==> config.mk <==
export PLATFORM = sky130hd
export DESIGN_NAME = i2c_master
export DESIGN_NICKNAME = d
export VERILOG_FILES = /design/src/design/i2c_pkg.sv /design/src/design/i2c_regs.sv /design/src/design/i2c_scl_gen.sv /design/src/design/i2c_engine.sv /design/src/design/i2c_master.sv
export SDC_FILE = /design/constraint.sdc
export NUM_CORES = 1
export LEC_CHECK = 0
export BUFFER_PORTS_ARGS = -buffer_cell sky130_fd_sc_hd__clkbuf_2
export CORE_ASPECT_RATIO = 2
export CORE_MARGIN = 2
export CORE_UTILIZATION = 45
export DETAILED_ROUTE_END_ITERATION = 6
export GPL_ROUTABILITY_DRIVEN = 0
export PLACE_DENSITY = 0.6
export SKIP_CTS_REPAIR_TIMING = 1
export SLEW_MARGIN = 20
export SYNTH_ARGS = -nofsm -noshare
export SYNTH_HDL_FRONTEND = slang
export SYNTH_SLANG_ARGS = --single-unit
==> constraint.sdc <==
create_clock -name clk_i -period 5.33 [get_ports clk_i]
set_clock_uncertainty 0.05 [all_clocks]
set_input_delay 0.2665 -clock clk_i [delete_from_list [all_inputs] [get_ports clk_i]]
set_output_delay 0.2665 -clock clk_i [all_outputs]
set_load 0.03 [all_outputs]
==> src/design/i2c_pkg.sv <==
`default_nettype none

package i2c_pkg;

	typedef logic [7:0]  reg_addr_t;
	typedef logic [7:0]  byte_t;
	typedef logic [31:0] word_t; // Byte n in bits 8n+7:8n.
	typedef logic [6:0]  dev_addr_t;
	typedef logic [1:0]  nby_t;  // Byte count minus one.

	localparam reg_addr_t REG_NBY  = 8'h00;
	localparam reg_addr_t REG_ADR  = 8'h04;
	localparam reg_addr_t REG_RDR0 = 8'h08;
	localparam reg_addr_t REG_TDR0 = 8'h0C;
	localparam reg_addr_t REG_CTRL = 8'h10;

	// CTRL bits, write side.
	localparam int CTRL_GO   = 0;
	localparam int CTRL_READ = 1;
	// CTRL bits, read side.
	localparam int CTRL_BUSY = 0;
	localparam int CTRL_DONE = 1;
	localparam int CTRL_NACK = 2;

	typedef struct packed {
		logic      sel;
		logic      enable;
		logic      write;
		reg_addr_t addr;
		byte_t     wdata;
	} apb_req_t;

	typedef struct packed {
		logic      read;
		dev_addr_t addr;
		nby_t      nby;
		word_t     tdr;
	} i2c_cmd_t;

	typedef enum logic [2:0] {
		ST_IDLE, ST_START, ST_ADDR, ST_ACK0, ST_WDATA, ST_RDATA, ST_ACK1, ST_STOP
	} eng_state_t;

endpackage

`default_nettype wire

==> src/design/i2c_regs.sv <==
`default_nettype none

module i2c_regs (
	input  logic               clk_i,
	input  logic               rst,
	input  i2c_pkg::apb_req_t  req_i,
	output i2c_pkg::byte_t     rdata_o,
	output logic               ready_o,
	output logic               cmd_valid_o,
	output i2c_pkg::i2c_cmd_t  cmd_o,
	input  logic               rx_we_i,
	input  i2c_pkg::nby_t      rx_idx_i,
	input  i2c_pkg::byte_t     rx_byte_i,
	input  logic               done_i,
	input  logic               nack_i
);
	import i2c_pkg::*;

	logic      setup;
	logic      wr_setup;
	logic      rd_setup;
	logic      go;
	logic [4:0] lane;
	byte_t     rd_val;
	nby_t      nby;
	dev_addr_t adr;
	word_t     tdr;
	word_t     rdr;
	logic      rd_dir;
	logic      busy;
	logic      done;
	logic      nack;

	assign setup    = req_i.sel && !req_i.enable;
	assign wr_setup = setup && req_i.write;
	assign rd_setup = setup && !req_i.write;
	assign lane     = {req_i.addr[1:0], 3'b000}; // Bit offset of the byte lane.

	// Only an idle controller takes a go.
	assign go = wr_setup && (req_i.addr == REG_CTRL) && req_i.wdata[CTRL_GO] && !busy;

	always_comb begin
		rd_val = '0;
		if (req_i.addr == REG_NBY)
			rd_val[1:0] = nby;
		else if (req_i.addr == REG_ADR)
			rd_val[6:0] = adr;
		else if (req_i.addr[7:2] == REG_RDR0[7:2])
			rd_val = rdr[lane +: 8];
		else if (req_i.addr[7:2] == REG_TDR0[7:2])
			rd_val = tdr[lane +: 8];
		else if (req_i.addr == REG_CTRL) begin
			rd_val[CTRL_BUSY] = busy;
			rd_val[CTRL_DONE] = done;
			rd_val[CTRL_NACK] = nack;
		end
	end

	always_ff @(posedge clk_i) begin
		if (rst) begin
			ready_o <= 1'b1;
			rdata_o <= '0;
		end else begin
			ready_o <= req_i.sel ? req_i.enable : 1'b1; // Low one cycle after setup.
			if (rd_setup)
				rdata_o <= rd_val;
		end
	end

	always_ff @(posedge clk_i) begin
		if (rst) begin
			nby <= '0;
			adr <= '0;
			tdr <= '0;
		end else if (wr_setup) begin
			if (req_i.addr == REG_NBY)
				nby <= req_i.wdata[1:0];
			else if (req_i.addr == REG_ADR)
				adr <= req_i.wdata[6:0];
			else if (req_i.addr[7:2] == REG_TDR0[7:2])
				tdr[lane +: 8] <= req_i.wdata;
		end
	end

	// Received bytes from the engine.
	always_ff @(posedge clk_i) begin
		if (rst)
			rdr <= '0;
		else if (rx_we_i)
			rdr[{rx_idx_i, 3'b000} +: 8] <= rx_byte_i;
	end

	always_ff @(posedge clk_i) begin
		if (rst) begin
			cmd_valid_o <= 1'b0;
			rd_dir      <= 1'b0;
			busy        <= 1'b0;
			done        <= 1'b0;
			nack        <= 1'b0;
		end else begin
			cmd_valid_o <= go;
			if (go) begin
				rd_dir <= req_i.wdata[CTRL_READ];
				busy   <= 1'b1;
				done   <= 1'b0;
				nack   <= 1'b0;
			end else if (done_i) begin
				busy <= 1'b0;
				done <= 1'b1;
				nack <= nack_i; // Sticky until the next go.
			end
		end
	end

	assign cmd_o = '{read: rd_dir, addr: adr, nby: nby, tdr: tdr};

endmodule

`default_nettype wire

==> src/design/i2c_scl_gen.sv <==
`default_nettype none

module i2c_scl_gen #(
	parameter int CLK_DIV = 4
) (
	input  logic       clk_i,
	input  logic       rst,
	input  logic       run_i,
	output logic       tick_o,
	output logic [1:0] phase_o,
	output logic       scl_o
);

	localparam int CW = (CLK_DIV > 1) ? $clog2(CLK_DIV) : 1;

	logic [CW-1:0] cnt;
	logic [1:0]    phase;

	// Last cycle of the current quarter bit.
	assign tick_o = run_i && (cnt == CW'(CLK_DIV - 1));

	always_ff @(posedge clk_i) begin
		if (rst || !run_i) begin
			cnt   <= '0;
			phase <= '0;
		end else if (tick_o) begin
			cnt   <= '0;
			phase <= phase + 2'd1;
		end else begin
			cnt <= cnt + 1'b1;
		end
	end

	assign phase_o = phase;

	// Low in phases 0 and 1, released when idle.
	assign scl_o = !run_i || phase[1];

endmodule

`default_nettype wire

==> src/design/i2c_engine.sv <==
`default_nettype none

module i2c_engine (
	input  logic              clk_i,
	input  logic              rst,
	input  logic              cmd_valid_i,
	input  i2c_pkg::i2c_cmd_t cmd_i,
	input  logic              tick_i,
	input  logic [1:0]        phase_i,
	input  logic              sda_i,
	output logic              run_o,
	output logic              sda_o,
	output logic              rx_we_o,
	output i2c_pkg::nby_t     rx_idx_o,
	output i2c_pkg::byte_t    rx_byte_o,
	output logic              done_o,
	output logic              nack_o
);
	import i2c_pkg::*;

	eng_state_t state;
	i2c_cmd_t   cmd_q;
	logic [2:0] bit_cnt;
	nby_t       byte_cnt;
	nby_t       byte_nxt;
	byte_t      shift;
	logic       ack_q;
	logic       drive_bit;
	logic       last_byte;

	assign byte_nxt  = byte_cnt + 2'd1;
	assign last_byte = (byte_cnt == cmd_q.nby);

	// SDA level for the data part of the bit, set in phase 0.
	always_comb begin
		unique case (state)
			ST_ADDR, ST_WDATA: drive_bit = shift[7];
			ST_ACK1:           drive_bit = cmd_q.read ? last_byte : 1'b1; // NACK on last.
			ST_STOP:           drive_bit = 1'b0;
			default:           drive_bit = 1'b1;
		endcase
	end

	always_ff @(posedge clk_i) begin
		if (rst) begin
			state    <= ST_IDLE;
			run_o    <= 1'b0;
			sda_o    <= 1'b1;
			bit_cnt  <= '0;
			byte_cnt <= '0;
			rx_we_o  <= 1'b0;
			done_o   <= 1'b0;
			nack_o   <= 1'b0;
		end else begin
			rx_we_o <= 1'b0;
			done_o  <= 1'b0;

			if (state == ST_IDLE && cmd_valid_i) begin
				cmd_q  <= cmd_i;
				nack_o <= 1'b0;
				run_o  <= 1'b1;
				state  <= ST_START;
			end

			if (tick_i && phase_i == 2'd0)
				sda_o <= drive_bit;

			// SCL high. START and STOP edges, sampling.
			if (tick_i && phase_i == 2'd2) begin
				unique case (state)
					ST_START:         sda_o <= 1'b0;
					ST_STOP:          sda_o <= 1'b1;
					ST_ACK0, ST_ACK1: ack_q <= sda_i;
					ST_RDATA:         shift <= {shift[6:0], sda_i};
					default:          ;
				endcase
			end

			// End of bit.
			if (tick_i && phase_i == 2'd3) begin
				unique case (state)
					ST_START: begin
						shift   <= {cmd_q.addr, cmd_q.read};
						bit_cnt <= 3'd7;
						state   <= ST_ADDR;
					end
					ST_ADDR, ST_WDATA: begin
						shift <= {shift[6:0], 1'b0};
						if (bit_cnt == 3'd0)
							state <= (state == ST_ADDR) ? ST_ACK0 : ST_ACK1;
						else
							bit_cnt <= bit_cnt - 3'd1;
					end
					ST_ACK0: begin
						if (ack_q) begin
							nack_o <= 1'b1;
							state  <= ST_STOP;
						end else begin
							byte_cnt <= '0;
							bit_cnt  <= 3'd7;
							if (cmd_q.read) begin
								state <= ST_RDATA;
							end else begin
								shift <= cmd_q.tdr[7:0];
								state <= ST_WDATA;
							end
						end
					end
					ST_RDATA: begin
						if (bit_cnt == 3'd0) begin
							rx_we_o <= 1'b1;
							state   <= ST_ACK1;
						end else begin
							bit_cnt <= bit_cnt - 3'd1;
						end
					end
					ST_ACK1: begin
						if (!cmd_q.read && ack_q) begin
							nack_o <= 1'b1;
							state  <= ST_STOP;
						end else if (last_byte) begin
							state <= ST_STOP;
						end else begin
							byte_cnt <= byte_nxt;
							bit_cnt  <= 3'd7;
							if (cmd_q.read) begin
								state <= ST_RDATA;
							end else begin
								shift <= cmd_q.tdr[{byte_nxt, 3'b000} +: 8];
								state <= ST_WDATA;
							end
						end
					end
					ST_STOP: begin
						run_o  <= 1'b0;
						done_o <= 1'b1;
						state  <= ST_IDLE;
					end
					default: ;
				endcase
			end
		end
	end

	assign rx_idx_o  = byte_cnt;
	assign rx_byte_o = shift; // Stable from phase 2 until the next byte.

endmodule

`default_nettype wire

==> src/design/i2c_master.sv <==
`default_nettype none

module i2c_master #(
	parameter int CLK_DIV = 4
) (
	input  logic              clk_i,
	input  logic              rst,
	input  i2c_pkg::apb_req_t req_i,
	output i2c_pkg::byte_t    rdata_o,
	output logic              ready_o,
	input  logic              sda_i,
	output logic              sda_o,
	output logic              scl_o
);
	import i2c_pkg::*;

	logic       cmd_valid;
	i2c_cmd_t   cmd;
	logic       rx_we;
	nby_t       rx_idx;
	byte_t      rx_byte;
	logic       done;
	logic       nack;
	logic       run;
	logic       tick;
	logic [1:0] phase;

	i2c_regs u_regs (
		.clk_i       (clk_i),
		.rst         (rst),
		.req_i       (req_i),
		.rdata_o     (rdata_o),
		.ready_o     (ready_o),
		.cmd_valid_o (cmd_valid),
		.cmd_o       (cmd),
		.rx_we_i     (rx_we),
		.rx_idx_i    (rx_idx),
		.rx_byte_i   (rx_byte),
		.done_i      (done),
		.nack_i      (nack)
	);

	i2c_scl_gen #(
		.CLK_DIV (CLK_DIV)
	) u_scl (
		.clk_i   (clk_i),
		.rst     (rst),
		.run_i   (run),
		.tick_o  (tick),
		.phase_o (phase),
		.scl_o   (scl_o)
	);

	i2c_engine u_engine (
		.clk_i       (clk_i),
		.rst         (rst),
		.cmd_valid_i (cmd_valid),
		.cmd_i       (cmd),
		.tick_i      (tick),
		.phase_i     (phase),
		.sda_i       (sda_i),
		.run_o       (run),
		.sda_o       (sda_o),
		.rx_we_o     (rx_we),
		.rx_idx_o    (rx_idx),
		.rx_byte_o   (rx_byte),
		.done_o      (done),
		.nack_o      (nack)
	);

endmodule

`default_nettype wire

==> results by group <==
Routing
  – Vias: 5545
  – Post-route ant nets: 0
  – DRT iter0 DRCs: 451
  – Detailed Routing Iterations Pass 1: 5
  – Drt wl/cell: 21.6 um
  – Routed WL: 19.6 mm
  – Vias per std cell: 6.10
  – Residual DRC count: 0

Pwr
  – Power per standard cell area: 316 nW/um^2
  – Leakage power: 0.00271 uW
  – Net Switching: 650 uW
  – Clk network pwr share: 48.1%
  – Power share of the sequential group: 48.6%
  – Internal power: 1880 uW
  – Net Sw Frac: 25.7%
  – Worst ir drop on vdd: 0.000201 V
  – Combinational Power Share: 3.3%

Finish
  – Area grow syn2layout: 11.9%
  – Layout cells sized above 1: 14.7%
  – Multi-input logic area: 3310 um^2
  – Finished Cell Area: 8000 um^2
  – Commonest non-fill, non-tap cell in the layout: dfxtp_1
  – Layout Cells excl Fill: 909
  – Post-layout nets: 732
  – N_diodes: 0
  – Most frequent cells in the layout: dfxtp_1 (104), nand2_1 (73), nor2_1 (65)
  – Register area: 3610 um^2
  – Fillers: 1410

CTS
  – CTS tree: built
  – # clock sinks: 155
  – Worst-path clk slew: 0.07 ns
  – CTS buffer count: 17
  – Clk root buf: clkbuf_16
  – H-tree lvl count: 4
  – CTS max path bufs: 2
  – Clk_lat worst skew: 0.43 ns

Setup path
  – Crit Path Max Fanout: 15
  – Crit end category: flip-flop
  – Critical Path Start: u_engine.rx_idx_o[0]
  – Crit path max-delay family: flip-flops
  – CP arrival: 3.15 ns
  – FF-to-FF Start: u_engine.rx_idx_o[0]
  – Slowest-stage cell, CP: dfxtp_1
  – Crit path buf inv count: 1
  – Reg2reg end: u_engine.rx_byte_o[4]
  – CP Class: flip-flop to flip-flop
  – Slowest stage delay, CP: 0.86 ns
  – R2R cell count: 6
  – Worst path required time: 5.44 ns
  – R2R Setup Slk: 2.29 ns
  – CP startpoint kind: flip-flop
  – CP cell instances: inv_2, ha_1, mux4_2, a22o_1, a222oi_1, o22ai_1

STA
  – Worst-Margin Slew: 1.17 ns
  – Max Freq: 329 MHz
  – Worst Hold Slack: 0.00548 ns
  – Slew margin rel.: 21.7%
  – Final Max Slew Viols: 0
  – Final period util: 57.1%
  – Min Tclk post-route: 3.04 ns
  – RSZ-0062 raised after global routing: no
  – TNS Setup: 0 ns
  – Final setup violation count: 0
  – Hold Fails Final Rpt: 0

Synthesis
  – Ys Warns: 0
  – Simple-gate portion of the synthesized area: 16.9%
  – Syn nets: 713
  – Main combinational cell family by area after synthesis: simple AND/OR/NAND/NOR gates
  – Synth Area in Adders: 2.62%
  – Synth Cell Area: 7150 um^2
  – Multiplexer share of the synthesized area: 10.7%
  – Mean post-synth cell area: 10.6 um^2
  – Yosys cell types: 68
  – Cell taking the most area after synthesis: dfxtp_1
  – Share of the synthesized area in the top cell type: 29.1%
  – Top post-synthesis cells by area: dfxtp_1 (29%), edfxtp_1 (21%), mux4_2 (6.0%)
  – EDFF count, synth: 51
  – Syn Inst Count: 676
  – Post-synthesis compound-gate area fraction: 15.3%
  – Yosys reg bits: 155
  – Register area share after synthesis: 50.5%
  – Synth Flop Type: dfxtp_1
  – Ys async rst share: 0%
  – XOR/XNOR Fraction of Synth Area: 0.490%

Min path
  – Hold Path Depth: 1
  – HP Class: primary input to flip-flop
  – Endpoint, Worst Hold: u_engine.ack_q
  – Worst hold start: sda_i

Flow run
  – Max-cap violation count: 0

Floorplan
  – Die Area: 17000 um^2
  – Die Wd: 93.1 um
  – Core Rows: 65
  – Core Region: 15700 um^2
  – Die H: 182 um
  – Ports: 33
  – Initial Util: 45.6%

GRT
  – Initial antenna violation count: 0
  – GRT Total Usage: 24.0%
  – First-pass GRT wire length: 30.5 mm
  – Overflow after GRT: 0
  – Largest net degree at the start of global routing: 52
  – Number of global-route vias before repair: 5586

Placement
  – Hpwl dp: 14.6 mm
  – Inst Count DP: 876
  – Port buffer count: 32
  – Area after DPL: 7380 um^2

Status
  – Status: complete, no violations
==> flip-flops by register name, summed over array words and instances (netlist names), 3 cells and up <==
signal,flops
u_engine.bit_cnt,3
u_engine.cmd_q,42
u_engine.rx_byte_o,8
u_engine.state,3
u_regs.adr,7
u_regs.rdata_o,8
u_regs.rdr,32
u_regs.tdr,32
==> power groups by stage <==
stage               Combinational (uW)  Clock, uW  Sequential (uW)
global route                      89.2       1280             1230
CTS                               82.3       1230             1230
floorplan                         51.0          0             1250
global placement                  80.8          0             1250
finish                            83.3       1220             1230
detailed placement                82.1          0             1250
==> logic make-up after synthesis <==
logic type / Yosys count
buffers and inverters: 46
multiplexers: 51
flip-flops: 155
adder cells (fa/ha/maj): 15
AO/OA/AOI/OAI: 163
XOR/XNOR: 4
AND/OR/NAND/NOR: 242
==> final cells by class <==
type | count | share of cell area [%]
sequential | 155 | 45.2
multi-input combinational | 475 | 41.3
clock buffer | 17 | 5.32
tap | 201 | 3.14
timing repair buffer | 35 | 2.44
clock inverter | 15 | 2.08
inverter | 11 | 0.516
==> Yosys cell counts (8+ instances only) <==
master,n
a21oi_1,57
a22oi_1,39
buf_2,10
clkbuf_1,11
dfxtp_1,104
edfxtp_1,51
ha_1,15
inv_1,10
mux2i_1,30
mux4_2,19
nand2_1,73
nand3_1,41
nor2_1,66
nor2b_1,10
nor3_1,8
o21ai_0,13
==> worst max path at each step <==
stage          cells after the start  slack (ns)                     to
2_1_floorplan                      5        2.13      u_engine.cmd_q[0]
3_3_place_gp                       6        2.39  u_engine.rx_byte_o[3]
3_5_place_dp                       6        2.28  u_engine.rx_byte_o[2]
4_1_cts                            6        2.26  u_engine.rx_byte_o[2]
5_1_grt                            6        2.09  u_engine.rx_byte_o[2]
6_report                           6        2.29  u_engine.rx_byte_o[4]
==> worst reg2reg max path, cell delays in order (launching register included) <==
cell and delay [ns]:
dfxtp_1 0.86, inv_2 0.21, ha_1 0.70, mux4_2 0.39
a22o_1 0.19, a222oi_1 0.24, o22ai_1 0.14
==> per-stage QoR <==
step | worst slack [ns] | power (uW) | util, %
after floorplan | 2.13 | 1300 | -
after global placement | 2.39 | 1330 | 47.0
final | 2.29 | 2530 | 51.0
after global routing | 2.09 | 2590 | 51.0
after CTS | 2.26 | 2540 | 50.8
after detailed placement | 2.28 | 1340 | 47.0
==> per-layer routing <==
layer	global-route usage [%]	up-vias	share of wire [%]
met1	24.3	2726	35
li1	-	2571	-
met3	4.58	63	3.9
met4	14.7	0	6.5
met2	44.0	185	55
met5	0	-	0
No activity file was read; power rests on OpenSTA's default activity.
